==> src/hw/hv_pkg.sv <==
`default_nettype none

package hv_pkg;

// ========================================
// widths
// ========================================
localparam int REG_AW  = 7;
localparam int REG_DW  = 8;
localparam int FRAME_W = 16;    // {wr, addr[6:0], data[7:0]}
localparam int NUM_FLT = 6;

// ========================================
// register map
// ========================================
localparam logic [REG_AW-1:0] ADDR_MODE      = 7'h00;
localparam logic [REG_AW-1:0] ADDR_DESAT_SEL = 7'h10;
localparam logic [REG_AW-1:0] ADDR_OC_SEL    = 7'h11;
localparam logic [REG_AW-1:0] ADDR_DRV_DELAY = 7'h12;
localparam logic [REG_AW-1:0] ADDR_STATUS    = 7'h20;
localparam logic [REG_AW-1:0] ADDR_STATE     = 7'h21;   // read only

// status bits, bit 1 reads 0
localparam int ST_SPI_ERR = 0;
localparam int ST_UV      = 2;
localparam int ST_OV      = 3;
localparam int ST_OT      = 4;
localparam int ST_OC      = 5;
localparam int ST_DESAT   = 6;
localparam int ST_SCP     = 7;

typedef enum logic [1:0] {
    ST_CFG    = 2'd0,
    ST_NORMAL = 2'd1,
    ST_FAULT  = 2'd2
} ctrl_state_e;

endpackage

`default_nettype wire

==> src/hw/hv_core.sv <==
`timescale 1ns/1ps
`default_nettype none

module hv_core import hv_pkg::*; #(
    parameter int DEGLITCH_CYC = 4
) (
    input  logic              i_clk,
    input  logic              i_arst_n,
    input  logic              i_spi_sclk,
    input  logic              i_spi_csb,
    input  logic              i_spi_mosi,
    output logic              o_spi_miso,
    input  logic              i_hv_vcc_uv,
    input  logic              i_hv_vcc_ov,
    input  logic              i_hv_ot,
    input  logic              i_hv_oc,
    input  logic              i_hv_desat_flt,
    input  logic              i_hv_scp_flt,
    input  logic              i_ang_dgt_pwm_wv,  // analog pwm wave
    output logic              o_dgt_ang_pwm_en,
    output logic              o_dgt_ang_fsc_en,
    output logic              o_io_pwm_l2h,
    output logic              o_intb_n,
    output logic [REG_DW-1:0] o_reg_desat_sel,
    output logic [REG_DW-1:0] o_reg_oc_sel,
    output logic [REG_DW-1:0] o_reg_drive_delay
);

// spi <-> register block
logic               rac_req;
logic               rac_wr;
logic [REG_AW-1:0]  rac_addr;
logic [REG_DW-1:0]  rac_wdata;
logic               rac_ack;
logic [REG_DW-1:0]  rac_rdata;
logic               spi_frame_err;

logic [NUM_FLT-1:0] flt_vec;
logic               normal_en;
logic               flt_any;
ctrl_state_e        ctrl_state;

spi_slv u_spi_slv (
    .i_clk           (i_clk),
    .i_arst_n        (i_arst_n),
    .i_spi_sclk      (i_spi_sclk),
    .i_spi_csb       (i_spi_csb),
    .i_spi_mosi      (i_spi_mosi),
    .o_spi_miso      (o_spi_miso),
    .o_rac_req       (rac_req),
    .o_rac_wr        (rac_wr),
    .o_rac_addr      (rac_addr),
    .o_rac_wdata     (rac_wdata),
    .i_rac_ack       (rac_ack),
    .i_rac_rdata     (rac_rdata),
    .o_spi_frame_err (spi_frame_err)
);

hv_fault_proc #(
    .DEGLITCH_CYC (DEGLITCH_CYC)
) u_hv_fault_proc (
    .i_clk          (i_clk),
    .i_arst_n       (i_arst_n),
    .i_hv_vcc_uv    (i_hv_vcc_uv),
    .i_hv_vcc_ov    (i_hv_vcc_ov),
    .i_hv_ot        (i_hv_ot),
    .i_hv_oc        (i_hv_oc),
    .i_hv_desat_flt (i_hv_desat_flt),
    .i_hv_scp_flt   (i_hv_scp_flt),
    .o_flt_vec      (flt_vec)
);

hv_reg_slv u_hv_reg_slv (
    .i_clk             (i_clk),
    .i_arst_n          (i_arst_n),
    .i_rac_req         (rac_req),
    .i_rac_wr          (rac_wr),
    .i_rac_addr        (rac_addr),
    .i_rac_wdata       (rac_wdata),
    .i_spi_frame_err   (spi_frame_err),
    .i_flt_vec         (flt_vec),
    .i_ctrl_state      (ctrl_state),
    .o_rac_ack         (rac_ack),
    .o_rac_rdata       (rac_rdata),
    .o_normal_en       (normal_en),
    .o_flt_any         (flt_any),
    .o_reg_desat_sel   (o_reg_desat_sel),
    .o_reg_oc_sel      (o_reg_oc_sel),
    .o_reg_drive_delay (o_reg_drive_delay)
);

hv_ctrl_fsm u_hv_ctrl_fsm (
    .i_clk            (i_clk),
    .i_arst_n         (i_arst_n),
    .i_normal_en      (normal_en),
    .i_flt_any        (flt_any),
    .i_ang_dgt_pwm_wv (i_ang_dgt_pwm_wv),
    .o_ctrl_state     (ctrl_state),
    .o_dgt_ang_pwm_en (o_dgt_ang_pwm_en),
    .o_dgt_ang_fsc_en (o_dgt_ang_fsc_en),
    .o_io_pwm_l2h     (o_io_pwm_l2h),
    .o_intb_n         (o_intb_n)
);

endmodule

`default_nettype wire

==> src/hw/hv_ctrl_fsm.sv <==
`timescale 1ns/1ps
`default_nettype none

module hv_ctrl_fsm import hv_pkg::*; (
    input  logic        i_clk,
    input  logic        i_arst_n,
    input  logic        i_normal_en,
    input  logic        i_flt_any,
    input  logic        i_ang_dgt_pwm_wv,
    output ctrl_state_e o_ctrl_state,
    output logic        o_dgt_ang_pwm_en,
    output logic        o_dgt_ang_fsc_en,
    output logic        o_io_pwm_l2h,
    output logic        o_intb_n
);

ctrl_state_e state_q;
ctrl_state_e state_d;
logic        pwm_on;

// ========================================
// state register
// ========================================
always_comb begin
    state_d = state_q;
    case (state_q)
        ST_CFG: begin
            if (i_normal_en && !i_flt_any) state_d = ST_NORMAL;
        end
        ST_NORMAL: begin
            if (i_flt_any) begin
                state_d = ST_FAULT;         // fault beats mode change
            end else if (!i_normal_en) begin
                state_d = ST_CFG;
            end
        end
        ST_FAULT: begin
            if (!i_flt_any) state_d = ST_CFG;
        end
        default: state_d = ST_CFG;
    endcase
end

always_ff @(posedge i_clk or negedge i_arst_n) begin
    if (!i_arst_n) begin
        state_q <= ST_CFG;
    end else begin
        state_q <= state_d;
    end
end

assign o_ctrl_state = state_q;
assign pwm_on       = (state_q == ST_NORMAL);

// ========================================
// registered outputs
// ========================================
always_ff @(posedge i_clk or negedge i_arst_n) begin
    if (!i_arst_n) begin
        o_dgt_ang_pwm_en <= 1'b0;
        o_dgt_ang_fsc_en <= 1'b0;
        o_io_pwm_l2h     <= 1'b0;
        o_intb_n         <= 1'b1;
    end else begin
        o_dgt_ang_pwm_en <= pwm_on;
        o_dgt_ang_fsc_en <= (state_q == ST_FAULT);
        o_io_pwm_l2h     <= pwm_on & i_ang_dgt_pwm_wv;  // same term as the enable
        o_intb_n         <= ~i_flt_any;
    end
end

a_pwm_gated: assert property (@(posedge i_clk) disable iff (!i_arst_n)
    o_io_pwm_l2h |-> o_dgt_ang_pwm_en)
    else $error("pwm pin active while pwm disabled");

endmodule

`default_nettype wire

==> src/hw/hv_fault_proc.sv <==
`timescale 1ns/1ps
`default_nettype none

module hv_fault_proc import hv_pkg::*; #(
    parameter int DEGLITCH_CYC = 4
) (
    input  logic               i_clk,
    input  logic               i_arst_n,
    input  logic               i_hv_vcc_uv,
    input  logic               i_hv_vcc_ov,
    input  logic               i_hv_ot,
    input  logic               i_hv_oc,
    input  logic               i_hv_desat_flt,
    input  logic               i_hv_scp_flt,
    output logic [NUM_FLT-1:0] o_flt_vec
);

localparam int               CNT_W   = $clog2(DEGLITCH_CYC + 1);
localparam logic [CNT_W-1:0] CNT_MAX = CNT_W'(DEGLITCH_CYC);

logic [NUM_FLT-1:0] flt_raw;
logic [NUM_FLT-1:0] flt_meta;
logic [NUM_FLT-1:0] flt_sync;

assign flt_raw = {i_hv_scp_flt, i_hv_desat_flt, i_hv_oc,
                  i_hv_ot, i_hv_vcc_ov, i_hv_vcc_uv};   // uv in bit 0

always_ff @(posedge i_clk or negedge i_arst_n) begin
    if (!i_arst_n) begin
        flt_meta <= '0;
        flt_sync <= '0;
    end else begin
        flt_meta <= flt_raw;
        flt_sync <= flt_meta;
    end
end

for (genvar i = 0; i < NUM_FLT; i++) begin : g_flt
    logic [CNT_W-1:0] cnt;

    always_ff @(posedge i_clk or negedge i_arst_n) begin
        if (!i_arst_n) begin
            cnt <= '0;
        end else if (!flt_sync[i]) begin
            cnt <= '0;              // any low sample restarts the filter
        end else if (cnt != CNT_MAX) begin
            cnt <= cnt + 1'b1;
        end
    end

    assign o_flt_vec[i] = flt_sync[i] & (cnt == CNT_MAX);
end

endmodule

`default_nettype wire

==> src/hw/hv_reg_slv.sv <==
`timescale 1ns/1ps
`default_nettype none

module hv_reg_slv import hv_pkg::*; (
    input  logic               i_clk,
    input  logic               i_arst_n,
    input  logic               i_rac_req,
    input  logic               i_rac_wr,
    input  logic [REG_AW-1:0]  i_rac_addr,
    input  logic [REG_DW-1:0]  i_rac_wdata,
    input  logic               i_spi_frame_err,
    input  logic [NUM_FLT-1:0] i_flt_vec,
    input  ctrl_state_e        i_ctrl_state,
    output logic               o_rac_ack,
    output logic [REG_DW-1:0]  o_rac_rdata,
    output logic               o_normal_en,
    output logic               o_flt_any,
    output logic [REG_DW-1:0]  o_reg_desat_sel,
    output logic [REG_DW-1:0]  o_reg_oc_sel,
    output logic [REG_DW-1:0]  o_reg_drive_delay
);

logic [REG_DW-1:0] mode_q;
logic [REG_DW-1:0] status_q;
logic [REG_DW-1:0] status_set;
logic [REG_DW-1:0] status_clr;
logic [REG_DW-1:0] rd_mux;
logic              acc_stb;
logic              wr_stb;
logic              cfg_open;

assign acc_stb  = i_rac_req & ~o_rac_ack;   // first cycle of a request
assign wr_stb   = acc_stb & i_rac_wr;
assign cfg_open = (i_ctrl_state == ST_CFG);

always_ff @(posedge i_clk or negedge i_arst_n) begin
    if (!i_arst_n) begin
        o_rac_ack <= 1'b0;
    end else begin
        o_rac_ack <= i_rac_req;
    end
end

// ========================================
// mode and driver config
// ========================================
always_ff @(posedge i_clk or negedge i_arst_n) begin
    if (!i_arst_n) begin
        mode_q            <= '0;
        o_reg_desat_sel   <= '0;
        o_reg_oc_sel      <= '0;
        o_reg_drive_delay <= '0;
    end else if (wr_stb) begin
        case (i_rac_addr)
            ADDR_MODE:      mode_q <= i_rac_wdata;
            ADDR_DESAT_SEL: if (cfg_open) o_reg_desat_sel <= i_rac_wdata;
            ADDR_OC_SEL:    if (cfg_open) o_reg_oc_sel <= i_rac_wdata;
            ADDR_DRV_DELAY: if (cfg_open) o_reg_drive_delay <= i_rac_wdata;
            default: ;
        endcase
    end
end

// ========================================
// status, write 1 to clear
// ========================================
always_comb begin
    status_set             = '0;
    status_set[ST_SPI_ERR] = i_spi_frame_err;
    status_set[ST_UV]      = i_flt_vec[0];
    status_set[ST_OV]      = i_flt_vec[1];
    status_set[ST_OT]      = i_flt_vec[2];
    status_set[ST_OC]      = i_flt_vec[3];
    status_set[ST_DESAT]   = i_flt_vec[4];
    status_set[ST_SCP]     = i_flt_vec[5];
    status_clr = (wr_stb && i_rac_addr == ADDR_STATUS) ? i_rac_wdata : '0;
end

always_ff @(posedge i_clk or negedge i_arst_n) begin
    if (!i_arst_n) begin
        status_q <= '0;
    end else begin
        status_q <= (status_q & ~status_clr) | status_set;  // set wins
    end
end

always_comb begin
    case (i_rac_addr)
        ADDR_MODE:      rd_mux = mode_q;
        ADDR_DESAT_SEL: rd_mux = o_reg_desat_sel;
        ADDR_OC_SEL:    rd_mux = o_reg_oc_sel;
        ADDR_DRV_DELAY: rd_mux = o_reg_drive_delay;
        ADDR_STATUS:    rd_mux = status_q;
        ADDR_STATE:     rd_mux = REG_DW'(i_ctrl_state);
        default:        rd_mux = '0;
    endcase
end

always_ff @(posedge i_clk) begin
    if (acc_stb) begin
        o_rac_rdata <= rd_mux;
    end
end

assign o_normal_en = mode_q[0];
assign o_flt_any   = |status_q;

a_ack_follows_req: assert property (@(posedge i_clk) disable iff (!i_arst_n)
    !$past(i_rac_req) |-> !o_rac_ack)
    else $error("rac_ack high without a request");

endmodule

`default_nettype wire

==> src/hw/spi_slv.sv <==
`timescale 1ns/1ps
`default_nettype none

module spi_slv import hv_pkg::*; (
    input  logic              i_clk,
    input  logic              i_arst_n,
    input  logic              i_spi_sclk,
    input  logic              i_spi_csb,
    input  logic              i_spi_mosi,
    output logic              o_spi_miso,
    output logic              o_rac_req,
    output logic              o_rac_wr,
    output logic [REG_AW-1:0] o_rac_addr,
    output logic [REG_DW-1:0] o_rac_wdata,
    input  logic              i_rac_ack,
    input  logic [REG_DW-1:0] i_rac_rdata,
    output logic              o_spi_frame_err
);

localparam int CNT_W = $clog2(FRAME_W) + 1;

logic [2:0]         sclk_r;     // [1] synced, [2] one cycle older
logic [2:0]         csb_r;
logic [2:0]         mosi_r;
logic               sclk_rise;
logic               sclk_fall;
logic               csb_rise;
logic               csb_fall;
logic               frame_act;
logic               frame_ok;
logic [CNT_W-1:0]   bit_cnt;
logic [FRAME_W-1:0] rx_sh;
logic [FRAME_W-1:0] resp_q;
logic [FRAME_W-1:0] tx_sh;

// ========================================
// pin sync, registered edge pulses
// ========================================
always_ff @(posedge i_clk or negedge i_arst_n) begin
    if (!i_arst_n) begin
        sclk_r    <= '0;
        csb_r     <= '1;            // idle high
        mosi_r    <= '0;
        sclk_rise <= 1'b0;
        sclk_fall <= 1'b0;
        csb_rise  <= 1'b0;
        csb_fall  <= 1'b0;
    end else begin
        sclk_r    <= {sclk_r[1:0], i_spi_sclk};
        csb_r     <= {csb_r[1:0], i_spi_csb};
        mosi_r    <= {mosi_r[1:0], i_spi_mosi};
        sclk_rise <= sclk_r[1] & ~sclk_r[2];
        sclk_fall <= ~sclk_r[1] & sclk_r[2];
        csb_rise  <= csb_r[1] & ~csb_r[2];
        csb_fall  <= ~csb_r[1] & csb_r[2];
    end
end

assign frame_act = ~csb_r[2];       // lines up with the edge pulses
assign frame_ok  = (bit_cnt == CNT_W'(FRAME_W));

always_ff @(posedge i_clk or negedge i_arst_n) begin
    if (!i_arst_n) begin
        bit_cnt <= '0;
    end else if (csb_fall) begin
        bit_cnt <= '0;
    end else if (sclk_rise && frame_act && !(&bit_cnt)) begin
        bit_cnt <= bit_cnt + 1'b1;  // saturates on long frames
    end
end

always_ff @(posedge i_clk) begin
    if (sclk_rise && frame_act) begin
        rx_sh <= {rx_sh[FRAME_W-2:0], mosi_r[2]};
    end
    if (csb_rise && frame_ok) begin
        o_rac_wr    <= rx_sh[FRAME_W-1];
        o_rac_addr  <= rx_sh[FRAME_W-2 -: REG_AW];
        o_rac_wdata <= rx_sh[REG_DW-1:0];
    end
end

// ========================================
// req/ack initiator
// ========================================
always_ff @(posedge i_clk or negedge i_arst_n) begin
    if (!i_arst_n) begin
        o_rac_req       <= 1'b0;
        o_spi_frame_err <= 1'b0;
    end else begin
        o_spi_frame_err <= csb_rise & ~frame_ok;
        if (csb_rise && frame_ok) begin
            o_rac_req <= 1'b1;
        end else if (i_rac_ack) begin
            o_rac_req <= 1'b0;
        end
    end
end

// response of the last good frame, replayed in the next one
always_ff @(posedge i_clk or negedge i_arst_n) begin
    if (!i_arst_n) begin
        resp_q <= '0;
        tx_sh  <= '0;
    end else begin
        if (o_rac_req && i_rac_ack) begin
            resp_q <= {o_rac_wr, o_rac_addr, o_rac_wr ? o_rac_wdata : i_rac_rdata};
        end
        if (csb_fall) begin
            tx_sh <= resp_q;
        end else if (sclk_fall && frame_act) begin
            tx_sh <= {tx_sh[FRAME_W-2:0], 1'b0};
        end
    end
end

assign o_spi_miso = tx_sh[FRAME_W-1];   // msb first

a_req_held: assert property (@(posedge i_clk) disable iff (!i_arst_n)
    $fell(o_rac_req) |-> $past(i_rac_ack))
    else $error("rac_req dropped before ack");

endmodule

`default_nettype wire

==> config.mk <==
export PLATFORM = sky130hd
export DESIGN_NAME = hv_core
export DESIGN_NICKNAME = d
export VERILOG_FILES = /design/src/hw/hv_pkg.sv /design/src/hw/hv_core.sv /design/src/hw/hv_ctrl_fsm.sv /design/src/hw/hv_fault_proc.sv /design/src/hw/hv_reg_slv.sv /design/src/hw/spi_slv.sv
export SDC_FILE = /design/constraint.sdc
export NUM_CORES = 1
export LEC_CHECK = 0
export BUFFER_PORTS_ARGS = -buffer_cell sky130_fd_sc_hd__buf_2
export CORE_MARGIN = 10
export CORE_UTILIZATION = 47
export CTS_CLUSTER_DIAMETER = 40
export DETAILED_ROUTE_END_ITERATION = 10
export HOLD_SLACK_MARGIN = 0.08
export SLEW_MARGIN = 25
export SYNTH_ARGS = -nofsm -noshare
export SYNTH_HDL_FRONTEND = slang
export SYNTH_SLANG_ARGS = --single-unit
==> constraint.sdc <==
create_clock -name i_clk -period 2.5 [get_ports i_clk]
set_clock_uncertainty 0.1 [all_clocks]
set_input_delay 0.125 -clock i_clk [delete_from_list [all_inputs] [get_ports i_clk]]
set_output_delay 0.125 -clock i_clk [all_outputs]
set_load 0.05 [all_outputs]
**After elaboration in Yosys (flattened, before gate mapping)**

Cells that the tools add are included.

- Multiplexer cells: 26
- Reductions and logical operators: 21
- Add/subtract/negate cells: 7
- Equal/unequal tests: 29
- Bitwise gates (word level): 24

Operators by type and width:

| operator | number |
|---|---|
| $pmux 8 s6 | 1 |
| $mux 3 | 12 |
| $mux 16 | 2 |
| $eq 7x5->1 const B | 3 |
| $add 3x1->3 const B | 6 |
| $eq 3x3->1 const B | 6 |
| $ne 3x3->1 const B | 6 |
| $mux 8 | 2 |
| $and 1x1->1 | 14 |
| $eq 7x6->1 const B | 2 |
| $ne 2x2->1 const B | 7 |
| $reduce_and 3->1 | 4 |
| $mux 5 | 2 |
| $and 8x8->8 | 1 |
| $mux 2 | 4 |
| $not 8->8 | 1 |
| $or 8x8->8 | 1 |
| $reduce_or 8->1 | 1 |
| $logic_and 1x1->1 | 7 |
| $logic_not 7->1 | 1 |
| $not 1->1 | 7 |
| $pmux 2 s3 | 1 |
| $reduce_bool 2->1 | 3 |
| $add 5x1->5 const B | 1 |
| other kinds (10) | 12 |

- Word-level logic and storage cells: 143
- Register bits: 169
- Output and inout port bits: 29

**Logic depth before layout (Yosys ltp)**

Gate-level depths: netlist of the first run.

- Word-level depth: 8
- Depth in mapped cells: 7
- Gate-level depth less buffers: 7

**Cells and area by module**

From an unflattened synthesis of the first run, not the netlist that was laid out.

- Cells, all modules: 514
- Area total of the unflattened synthesis: 6956.7 um^2

Modules (own cells, without submodules):

| module | cells an instance | times used | area each (um^2) |
|---|---|---|---|
| spi_slv | 205 | 1 | 3096.7 |
| hv_reg_slv | 177 | 1 | 2338.5 |
| hv_fault_proc | 120 | 1 | 1317.5 |
| hv_ctrl_fsm | 12 | 1 | 203.9 |

**Worst setup path after synthesis of the first run**

OpenSTA, ideal clock, no wires.

- Kind: register to register
- Start point: register u_spi_slv.bit_cnt[0]
- End point: register u_spi_slv.bit_cnt[3]
- Stages on the path, launching flop included: 8
- Clock period less this slack: 1845 ps
- Setup slack: 655 ps
- Setup time: 132 ps
- Arrival: 1613 ps
- Cell sequence: dfrtp_1 ha_1 and3_1 ha_1 nor3b_2 nand4_1 xor2_1 nor2_1

- Word-level cells in the longest chain between the ends: 4

RTL lines:

| item | RTL line | source |
|---|---|---|
| start: declaration | spi_slv.sv:31 | `logic [CNT_W-1:0] bit_cnt;` |
| start signal: assignment | spi_slv.sv:68 | `bit_cnt <= bit_cnt + 1'b1;` |
| parallel branches: the longest is 4 deep, another holds $add 5x1->5 | - |  |

Parallel ways; which one is timed is not known. The select of a mux whose other input is x is not followed.
A chain may end at the register's enable or synchronous reset.

**Worst setup path after layout of the first run**

- Start point: register u_spi_slv.o_rac_addr[6]
- End point: register u_hv_reg_slv.o_reg_drive_delay[7]

- Word-level cells in the longest chain between the ends: 2

RTL lines:

| item | RTL line | source |
|---|---|---|
| start: declaration | spi_slv.sv:13 | `output logic [REG_AW-1:0] o_rac_addr,` |
| start signal: assignment | spi_slv.sv:78 | `o_rac_addr <= rx_sh[FRAME_W-2 -: REG_AW];` |
| $eq 7x5->1 | hv_reg_slv.sv:54 | `case (i_rac_addr)` |
| $reduce_and 3->1 (no line) | - |  |
| end signal: assignment | hv_reg_slv.sv:58 | `ADDR_DRV_DELAY: if (cfg_open) o_reg_drive_delay <= i_rac_wdata;` |
| end: declaration | hv_reg_slv.sv:20 | `output logic [REG_DW-1:0] o_reg_drive_delay` |

Every way passes these cells.

==> results of run 1 <==
## cell families after synthesis
logic type                 after synthesis
buffers and inverters                   35
muxes                                   77
DFF                                    169
AOI/OAI and AO/OA                       69
and+or+nand+nor                        118
xor gates and xnor gates                 9
adders and majority gates               15
## area by class of cell
| type | count | share of cell area (%) |
|---|---|---|
| Multi-Input combinational cell | 288 | 27.66 |
| Tap cell | 180 | 2.860 |
| Clock inverter | 14 | 1.636 |
| Clock buffer | 18 | 5.450 |
| Timing Repair Buffer | 61 | 5.132 |
| Sequential cell | 169 | 56.31 |
| Inverter | 20 | 0.9533 |
## per-layer routing
layer / vias up / GRT usage (%)
met5: - / 0
met4: 0 / 5.978
met3: 18 / 3.753
met2: 76 / 21.63
met1: 1993 / 19.23
li1: 1872 / -
## synth_stat cells (all sizes together) (3+ instances only)
master | instances | area [um^2]
edfxtp | 40 | 1201
nand3 | 6 | 30.03
a31oi | 6 | 37.54
nor2 | 16 | 60.06
xnor2 | 7 | 61.31
nor3 | 3 | 37.53
mux2i | 37 | 370.4
dfstp | 4 | 105.1
o22ai | 4 | 25.02
and3 | 3 | 20.02
nand2 | 52 | 205.2
or2 | 3 | 18.77
dfrtp | 125 | 3128
mux2 | 40 | 450.4
inv | 20 | 75.07
a21boi | 7 | 52.55
and2 | 8 | 50.05
o21ai | 30 | 150.1
a221o | 3 | 30.03
a21oi | 7 | 35.03
clkbuf | 7 | 26.28
nor2b | 11 | 71.32
a32o | 7 | 70.07
ha | 15 | 187.7
buf | 8 | 63.80
## path summary, 6_finish.rpt
kind	end	slack, ns
setup / recovery	u_hv_reg_slv.o_reg_drive_delay[7]	0.46
max in group asynchronous	u_hv_ctrl_fsm.o_intb_n	1.43
min in group i_clk	u_hv_fault_proc.flt_meta[0]	0.23
hold reg to reg	u_hv_fault_proc.flt_sync[4]	0.25
setup reg to reg	u_hv_reg_slv.o_reg_drive_delay[7]	0.46
hold / removal	u_spi_slv.sclk_r[1]	0.12
## metrics by stage
step	hold slack [ns]	worst slack (ns)
finish	0.1236	0.4609
global route	0.1816	0.3737
CTS	0.1379	0.4517
detailed placement	0.03554	0.4820
global placement	0.03769	0.5228
floorplan	-0.2706	0.6554
## report_power, final
group	switching (mW)	internal, mW	leakage, nW
Sequential	0.112	2.94	2.08
Clock	1.17	1.32	0.277
Combinational	0.170	0.153	1.25
## sequential cells by signal, indices dropped and copies added, names as in the netlist, 7 cells and up
name / flops
u_hv_fault_proc.g_flt.cnt: 18
u_hv_reg_slv.mode_q: 8
u_hv_reg_slv.o_rac_rdata: 8
u_hv_reg_slv.o_reg_desat_sel: 8
u_hv_reg_slv.o_reg_drive_delay: 8
u_hv_reg_slv.o_reg_oc_sel: 8
u_hv_reg_slv.status_q: 8
u_spi_slv.o_rac_addr: 7
u_spi_slv.o_rac_wdata: 8
u_spi_slv.resp_q: 16
u_spi_slv.rx_sh: 16
u_spi_slv.tx_sh: 16
==> results.sh, run 1 <==
export IMPL_status="finished, final reports clean"
export IMPL_max_cap_violations=0
export IMPL_path_depth=4
export IMPL_area_growth_synth_to_final_pct=16.23
export IMPL_hold_buffers=11
export IMPL_synthSimpleGateAreaFrac_pct=9.566
export IMPL_crit_path_cell_trace="nor3_4 -> and3_2 -> and3_1 -> mux2_2"
export IMPL_ys_ff_latch=169
export IMPL_highest_layer="met4"
export IMPL_grt_antenna_before_repair=0
export IMPL_synth_top_family_by_area="multiplexers"
export IMPL_synth_cell_types=50
export IMPL_hpwl_um=9337
export IMPL_gp_congestion=0.9325
export IMPL_wl_met3_um=571
export IMPL_finalCritPeriodShare_pct=81.56
export IMPL_crit_fanout=8
export IMPL_grt_usage_pct=14.36
export IMPL_cpMaxStageDelayCell="edfxtp_1"
export IMPL_routed_wirelength_um=13620
export IMPL_dp_cells=707
export IMPL_wl_met2_um=6246
export IMPL_nFillCells=1138
export IMPL_die_w_um=140.1
export IMPL_setup_viol=0
export IMPL_worst_setup_path_start_kind="flop"
export IMPL_cts_path_max_buffers=2
export IMPL_worstPathRequired_ns=2.72
export IMPL_final_cell_mix="125 x dfrtp_1, 50 x nand2_1, 40 x mux2_2, 40 x edfxtp_1, 39 x buf_2"
export IMPL_fin_util_pct=56.30
export IMPL_numCtsBuffers=17
export IMPL_synth_xor_area_share_pct=1.163
export IMPL_rsz0062_at_grt="false"
export IMPL_initial_core_util_pct=48.43
export IMPL_dr_first_iter_drc_count=252
export IMPL_die_h_um=140.1
export IMPL_synth_compound_area_share_pct=6.500
export IMPL_clock_sink_count=169
export IMPL_tns_ns=0
export IMPL_power_total_mw=5.864
export IMPL_clock_latency_ns=0.44
export IMPL_final_nets=584
export IMPL_synth_nets=519
export IMPL_cts_root_buf="clkbuf_16"
export IMPL_max_slew_margin_pct=46.82
export IMPL_grt_max_degree=60
export IMPL_rr_startpoint="u_spi_slv.o_rac_addr[6]"
export IMPL_critPathCaptureType="flop"
export IMPL_hold_viol_final=0
export IMPL_reg2reg_depth=4
export IMPL_cp_num_buf_inv=0
export IMPL_path_delay_family="simple AND/OR/NAND/NOR gates"
export IMPL_diodes=0
export IMPL_htreeDepth=4
export IMPL_syn_avg_cell_area_um2=13.77
export IMPL_startpoint="u_spi_slv.o_rac_addr[6]"
export IMPL_ys_warn_count=0
export IMPL_wl_met1_um=6557
export IMPL_final_cell_area_um2=7875
export IMPL_core_area_um2=13990
export IMPL_placement_io_buffers=40
export IMPL_synth_seq_area_share_pct=65.45
export IMPL_placed_cell_area_um2=7207
export IMPL_multi_input_area_um2=2178
export IMPL_critPathKind="flop to flop"
export IMPL_vias_per_cell=5.279
export IMPL_min_period_ns=2.039
export IMPL_syn_inst=492
export IMPL_synth_enable_flop_cells=40
export IMPL_worst_slew_pin_slew_ns=0.7957
export IMPL_tritoncts="done"
export IMPL_wl_per_cell_um=18.16
export IMPL_worstPathArrival_ns=2.25
export IMPL_clk_pin_slew_worst_paths_ns=0.07
export IMPL_remaining_drc_errors=0
export IMPL_async_reset_ff_share_pct=76.33
export IMPL_grt_overflow_total=0
export IMPL_grt_pass1_vias=4081
export IMPL_synth_fa_ha_area_share_pct=2.770
export IMPL_clock_fmax_ghz=0.4904
export IMPL_final_common_cell="dfrtp_1"
export IMPL_p_leak_nw=3.615
export IMPL_instances_no_fill=750
export IMPL_synth_area_mux_share_pct=12.11
export IMPL_die_area_um2=19620
export IMPL_io_pins=41
export IMPL_drive_above_1_share_pct=24.74
export IMPL_syn_cell_area_um2=6775
export IMPL_register_area_um2=4434
export IMPL_ir_drop_mv=0.5234
export IMPL_synthFlopType="dfrtp_1"
export IMPL_slew_viol_final=0
export IMPL_fp_row_count=43
export IMPL_power_density_nw_per_um2=744.6
export IMPL_cts_resized=0
export IMPL_max_stage_delay_ns=0.44
export IMPL_hold_class="input port to async pin"
export IMPL_grt_pass1_wl_um=22090
export IMPL_cts_setup_buffers=0
export IMPL_ant_nets=0
export IMPL_drt_pre_antenna_iters=4
export IMPL_dr_total_vias=3959
(Power assumes the default switching activity.)
==> run 2: changes to the inputs <==
--- a/config.mk
+++ b/config.mk
@@ -5,6 +5,7 @@
 export SDC_FILE = /design/constraint.sdc
 export NUM_CORES = 1
 export LEC_CHECK = 0
+export ABC_AREA = 1
 export BUFFER_PORTS_ARGS = -buffer_cell sky130_fd_sc_hd__buf_2
 export CORE_MARGIN = 10
 export CORE_UTILIZATION = 47
==> constraint.sdc (replaced) <==
create_clock -name i_clk -period 2.1 [get_ports i_clk]
set_clock_uncertainty 0.1 [all_clocks]
set_input_delay 0.105 -clock i_clk [delete_from_list [all_inputs] [get_ports i_clk]]
set_output_delay 0.105 -clock i_clk [all_outputs]
set_load 0.05 [all_outputs]
==> run 2 against run 1 <==
Non-clock buffer count is 1 higher. Global-route usage is 0.53 points higher. Maximum frequency is 13% higher. Core utilization is 0.70 points lower. Cell area is 2.2% higher. Combinational power is 45% higher. Hold slack better by 0.090 ns. Clock-buffer cell count is 3 higher. Flip-flop and latch count stayed put. Highest routed layer unchanged.
==> results.sh, run 2 <==
export IMPL_status="finished, final reports clean"
export IMPL_hpwl_um=10290
export IMPL_grt_max_degree=45
export IMPL_syn_cell_area_um2=6895
export IMPL_crit_fanout=9
export IMPL_largest_register_ffs=18
export IMPL_endpoint="u_hv_reg_slv.o_reg_drive_delay[7]"
export IMPL_reg2reg_depth=6
export IMPL_max_cap_violations=0
export IMPL_grt_usage_pct=14.89
export IMPL_startpoint="u_hv_reg_slv.o_rac_ack"
export IMPL_yosys_area_top_type_share_pct=45.36
export IMPL_synth_area_mux_share_pct=0
export IMPL_worstPathRequired_ns=2.37
export IMPL_synth_cell_types=36
export IMPL_remaining_drc_errors=0
export IMPL_routed_wirelength_um=14300
export IMPL_synth_area_leader_cell="dfrtp_1"
export IMPL_synth_top_family_by_area="simple AND/OR/NAND/NOR gates"
export IMPL_grt_pass1_vias=4743
export IMPL_grt_overflow_total=0
export IMPL_async_reset_ff_share_pct=76.33
export IMPL_fp_row_count=44
export IMPL_htreeDepth=4
export IMPL_placement_io_buffers=40
export IMPL_clock_sink_count=169
export IMPL_cts_path_max_buffers=2
export IMPL_clock_fmax_ghz=0.5560
export IMPL_critPathCaptureType="flop"
export IMPL_ys_warn_count=0
export IMPL_synth_compound_area_share_pct=8.547
export IMPL_gp_congestion=0.9242
export IMPL_wl_per_cell_um=15.31
export IMPL_final_common_cell="nand2_1"
export IMPL_synth_nets=698
export IMPL_numCtsBuffers=17
export IMPL_drt_pre_antenna_iters=5
export IMPL_slew_viol_final=0
export IMPL_synth_xor_area_share_pct=0
export IMPL_max_slew_margin_pct=64.97
export IMPL_final_cell_mix="161 x nand2_1, 125 x dfrtp_1, 71 x inv_1"
export IMPL_synth_enable_flop_cells=40
export IMPL_ant_nets=0
export IMPL_final_nets=764
export IMPL_min_period_ns=1.799
export IMPL_hold_ws_ns=0.2139
export IMPL_p_leak_nw=3.819
export IMPL_setup_slack_ns=0.3013
export IMPL_power_total_mw=7.177
export IMPL_die_w_um=141.1
export IMPL_critPathKind="flop to flop"
export IMPL_initial_core_util_pct=47.62
export IMPL_power_density_nw_per_um2=891.6
export IMPL_die_area_um2=19920
export IMPL_dr_first_iter_drc_count=364
export IMPL_synthTopCellsByArea="dfrtp_1 45%, edfxtp_1 17%, nand2_1 8.8%"
export IMPL_timing_rr_end="u_hv_reg_slv.o_reg_drive_delay[7]"
export IMPL_grt_pass1_wl_um=23650
export IMPL_worst_r2r_setup_slack_ns=0.30
export IMPL_core_area_um2=14480
export IMPL_area_growth_synth_to_final_pct=16.75
export IMPL_worst_slew_pin_slew_ns=0.5243
export IMPL_pre_cts_ws_ns=0.2975
export IMPL_tns_ns=0
export IMPL_dr_total_vias=4699
export IMPL_synthSimpleGateAreaFrac_pct=18.94
export IMPL_tritoncts="done"
export IMPL_syn_inst=671
export IMPL_grt_antenna_before_repair=0
export IMPL_diodes=0
export IMPL_yosysMostFrequentCell="nand2_1"
export IMPL_worst_setup_path_start_kind="flop"
export IMPL_regMostFlops="u_hv_fault_proc.g_flt.cnt"
export IMPL_io_pins=41
export IMPL_hold_viol_final=0
export IMPL_cts_root_buf="clkbuf_16"
export IMPL_clk_pin_slew_worst_paths_ns=0.07
export IMPL_synthFlopType="dfrtp_1"
export IMPL_cts_setup_buffers=0
export IMPL_finalCritPeriodShare_pct=85.65
export IMPL_synth_fa_ha_area_share_pct=2.722
export IMPL_syn_avg_cell_area_um2=10.28
export IMPL_ir_drop_mv=0.5585
export IMPL_worstPathArrival_ns=2.07
export IMPL_vias_per_cell=5.031
export IMPL_synth_seq_area_share_pct=64.31
export IMPL_die_h_um=141.1
export IMPL_fin_util_pct=55.60
export IMPL_rsz0062_at_grt="false"
export IMPL_rr_startpoint="u_hv_reg_slv.o_rac_ack"
export IMPL_hold_class="input port to flop"
export IMPL_synthTopCellsByCount="161 x nand2_1, 125 x dfrtp_1, 71 x inv_1"
export IMPL_ys_ff_latch=169
export IMPL_setup_viol=0
export IMPL_nFillCells=1252
export IMPL_drive_above_1_share_pct=16.53
export IMPL_clock_latency_ns=0.43
## run 2: stage by stage
stage,cell area [um^2],instances
6_report,8050,934
5_1_grt,8050,934
4_1_cts,8050,934
3_5_place_dp,7336,889
3_3_place_gp,7336,889
2_1_floorplan,6895,671
## run 2: kinds of logic (layout without fill, tap and decap cells)
group | after synthesis | after routing
and+or+nand+nor | 297 | 297
DFF | 169 | 169
AOI/OAI and AO/OA | 98 | 98
buffers and inverters | 92 | 171
adders and majority gates | 15 | 15
## run 2: how the worst min path moves through the flow
stage / start / end / slack (ns) / cells after the start
finish: i_hv_desat_flt / u_hv_fault_proc.flt_meta[4] / 0.21 / 2
global route: i_hv_vcc_uv / u_hv_fault_proc.flt_meta[0] / 0.20 / 2
CTS: i_hv_vcc_uv / u_hv_fault_proc.flt_meta[0] / 0.20 / 2
detailed placement: i_arst_n / u_spi_slv.tx_sh[15] / -0.04 / 1
global placement: i_arst_n / u_spi_slv.tx_sh[15] / -0.04 / 1
floorplan: i_arst_n / u_hv_ctrl_fsm.o_ctrl_state[0] / -0.29 / 0
## run 2: area by class of cell
type	instances	area [um^2]	area share [%]
sequential	169	4434	55.08
timing repair buffer	62	429.2	5.331
clock buffer	21	473.0	5.875
multi-input combinational	410	2083	25.88
inverter	77	289.0	3.590
tap	184	230.2	2.860
clock inverter	11	111.4	1.383
## run 2: routing by layer
metal	GRT usage, %	up-vias	part of all wire, %
met4	4.891	0	1.4
met1	19.69	2262	47
met3	3.829	22	4.3
met2	23.34	84	47
met5	0	-	0
li1	-	2331	-
## run 2: critical path, stage by stage (launching register included)
cell and delay [ns]:
dfrtp_1 0.42, nor2_4 0.28, nand2_2 0.13, nor2_4 0.16, nor2b_1 0.47, nand2_1 0.10, nand2_1 0.08
## run 2: repair_timing
| item | CTS | global route |
|---|---|---|
| endpoints found under the hold margin | 135 | 0 |
| hold buffers | 13 | 0 |
| gates resized for setup | 0 | 0 |
## run 2: power breakdown
group	leakage [nW]	internal [mW]	total (mW)	switching, mW
clock	0.285	1.76	3.06	1.30
combinational	1.51	0.169	0.467	0.298
sequential	2.02	3.55	3.65	0.108
total	3.82	5.47	7.18	1.71
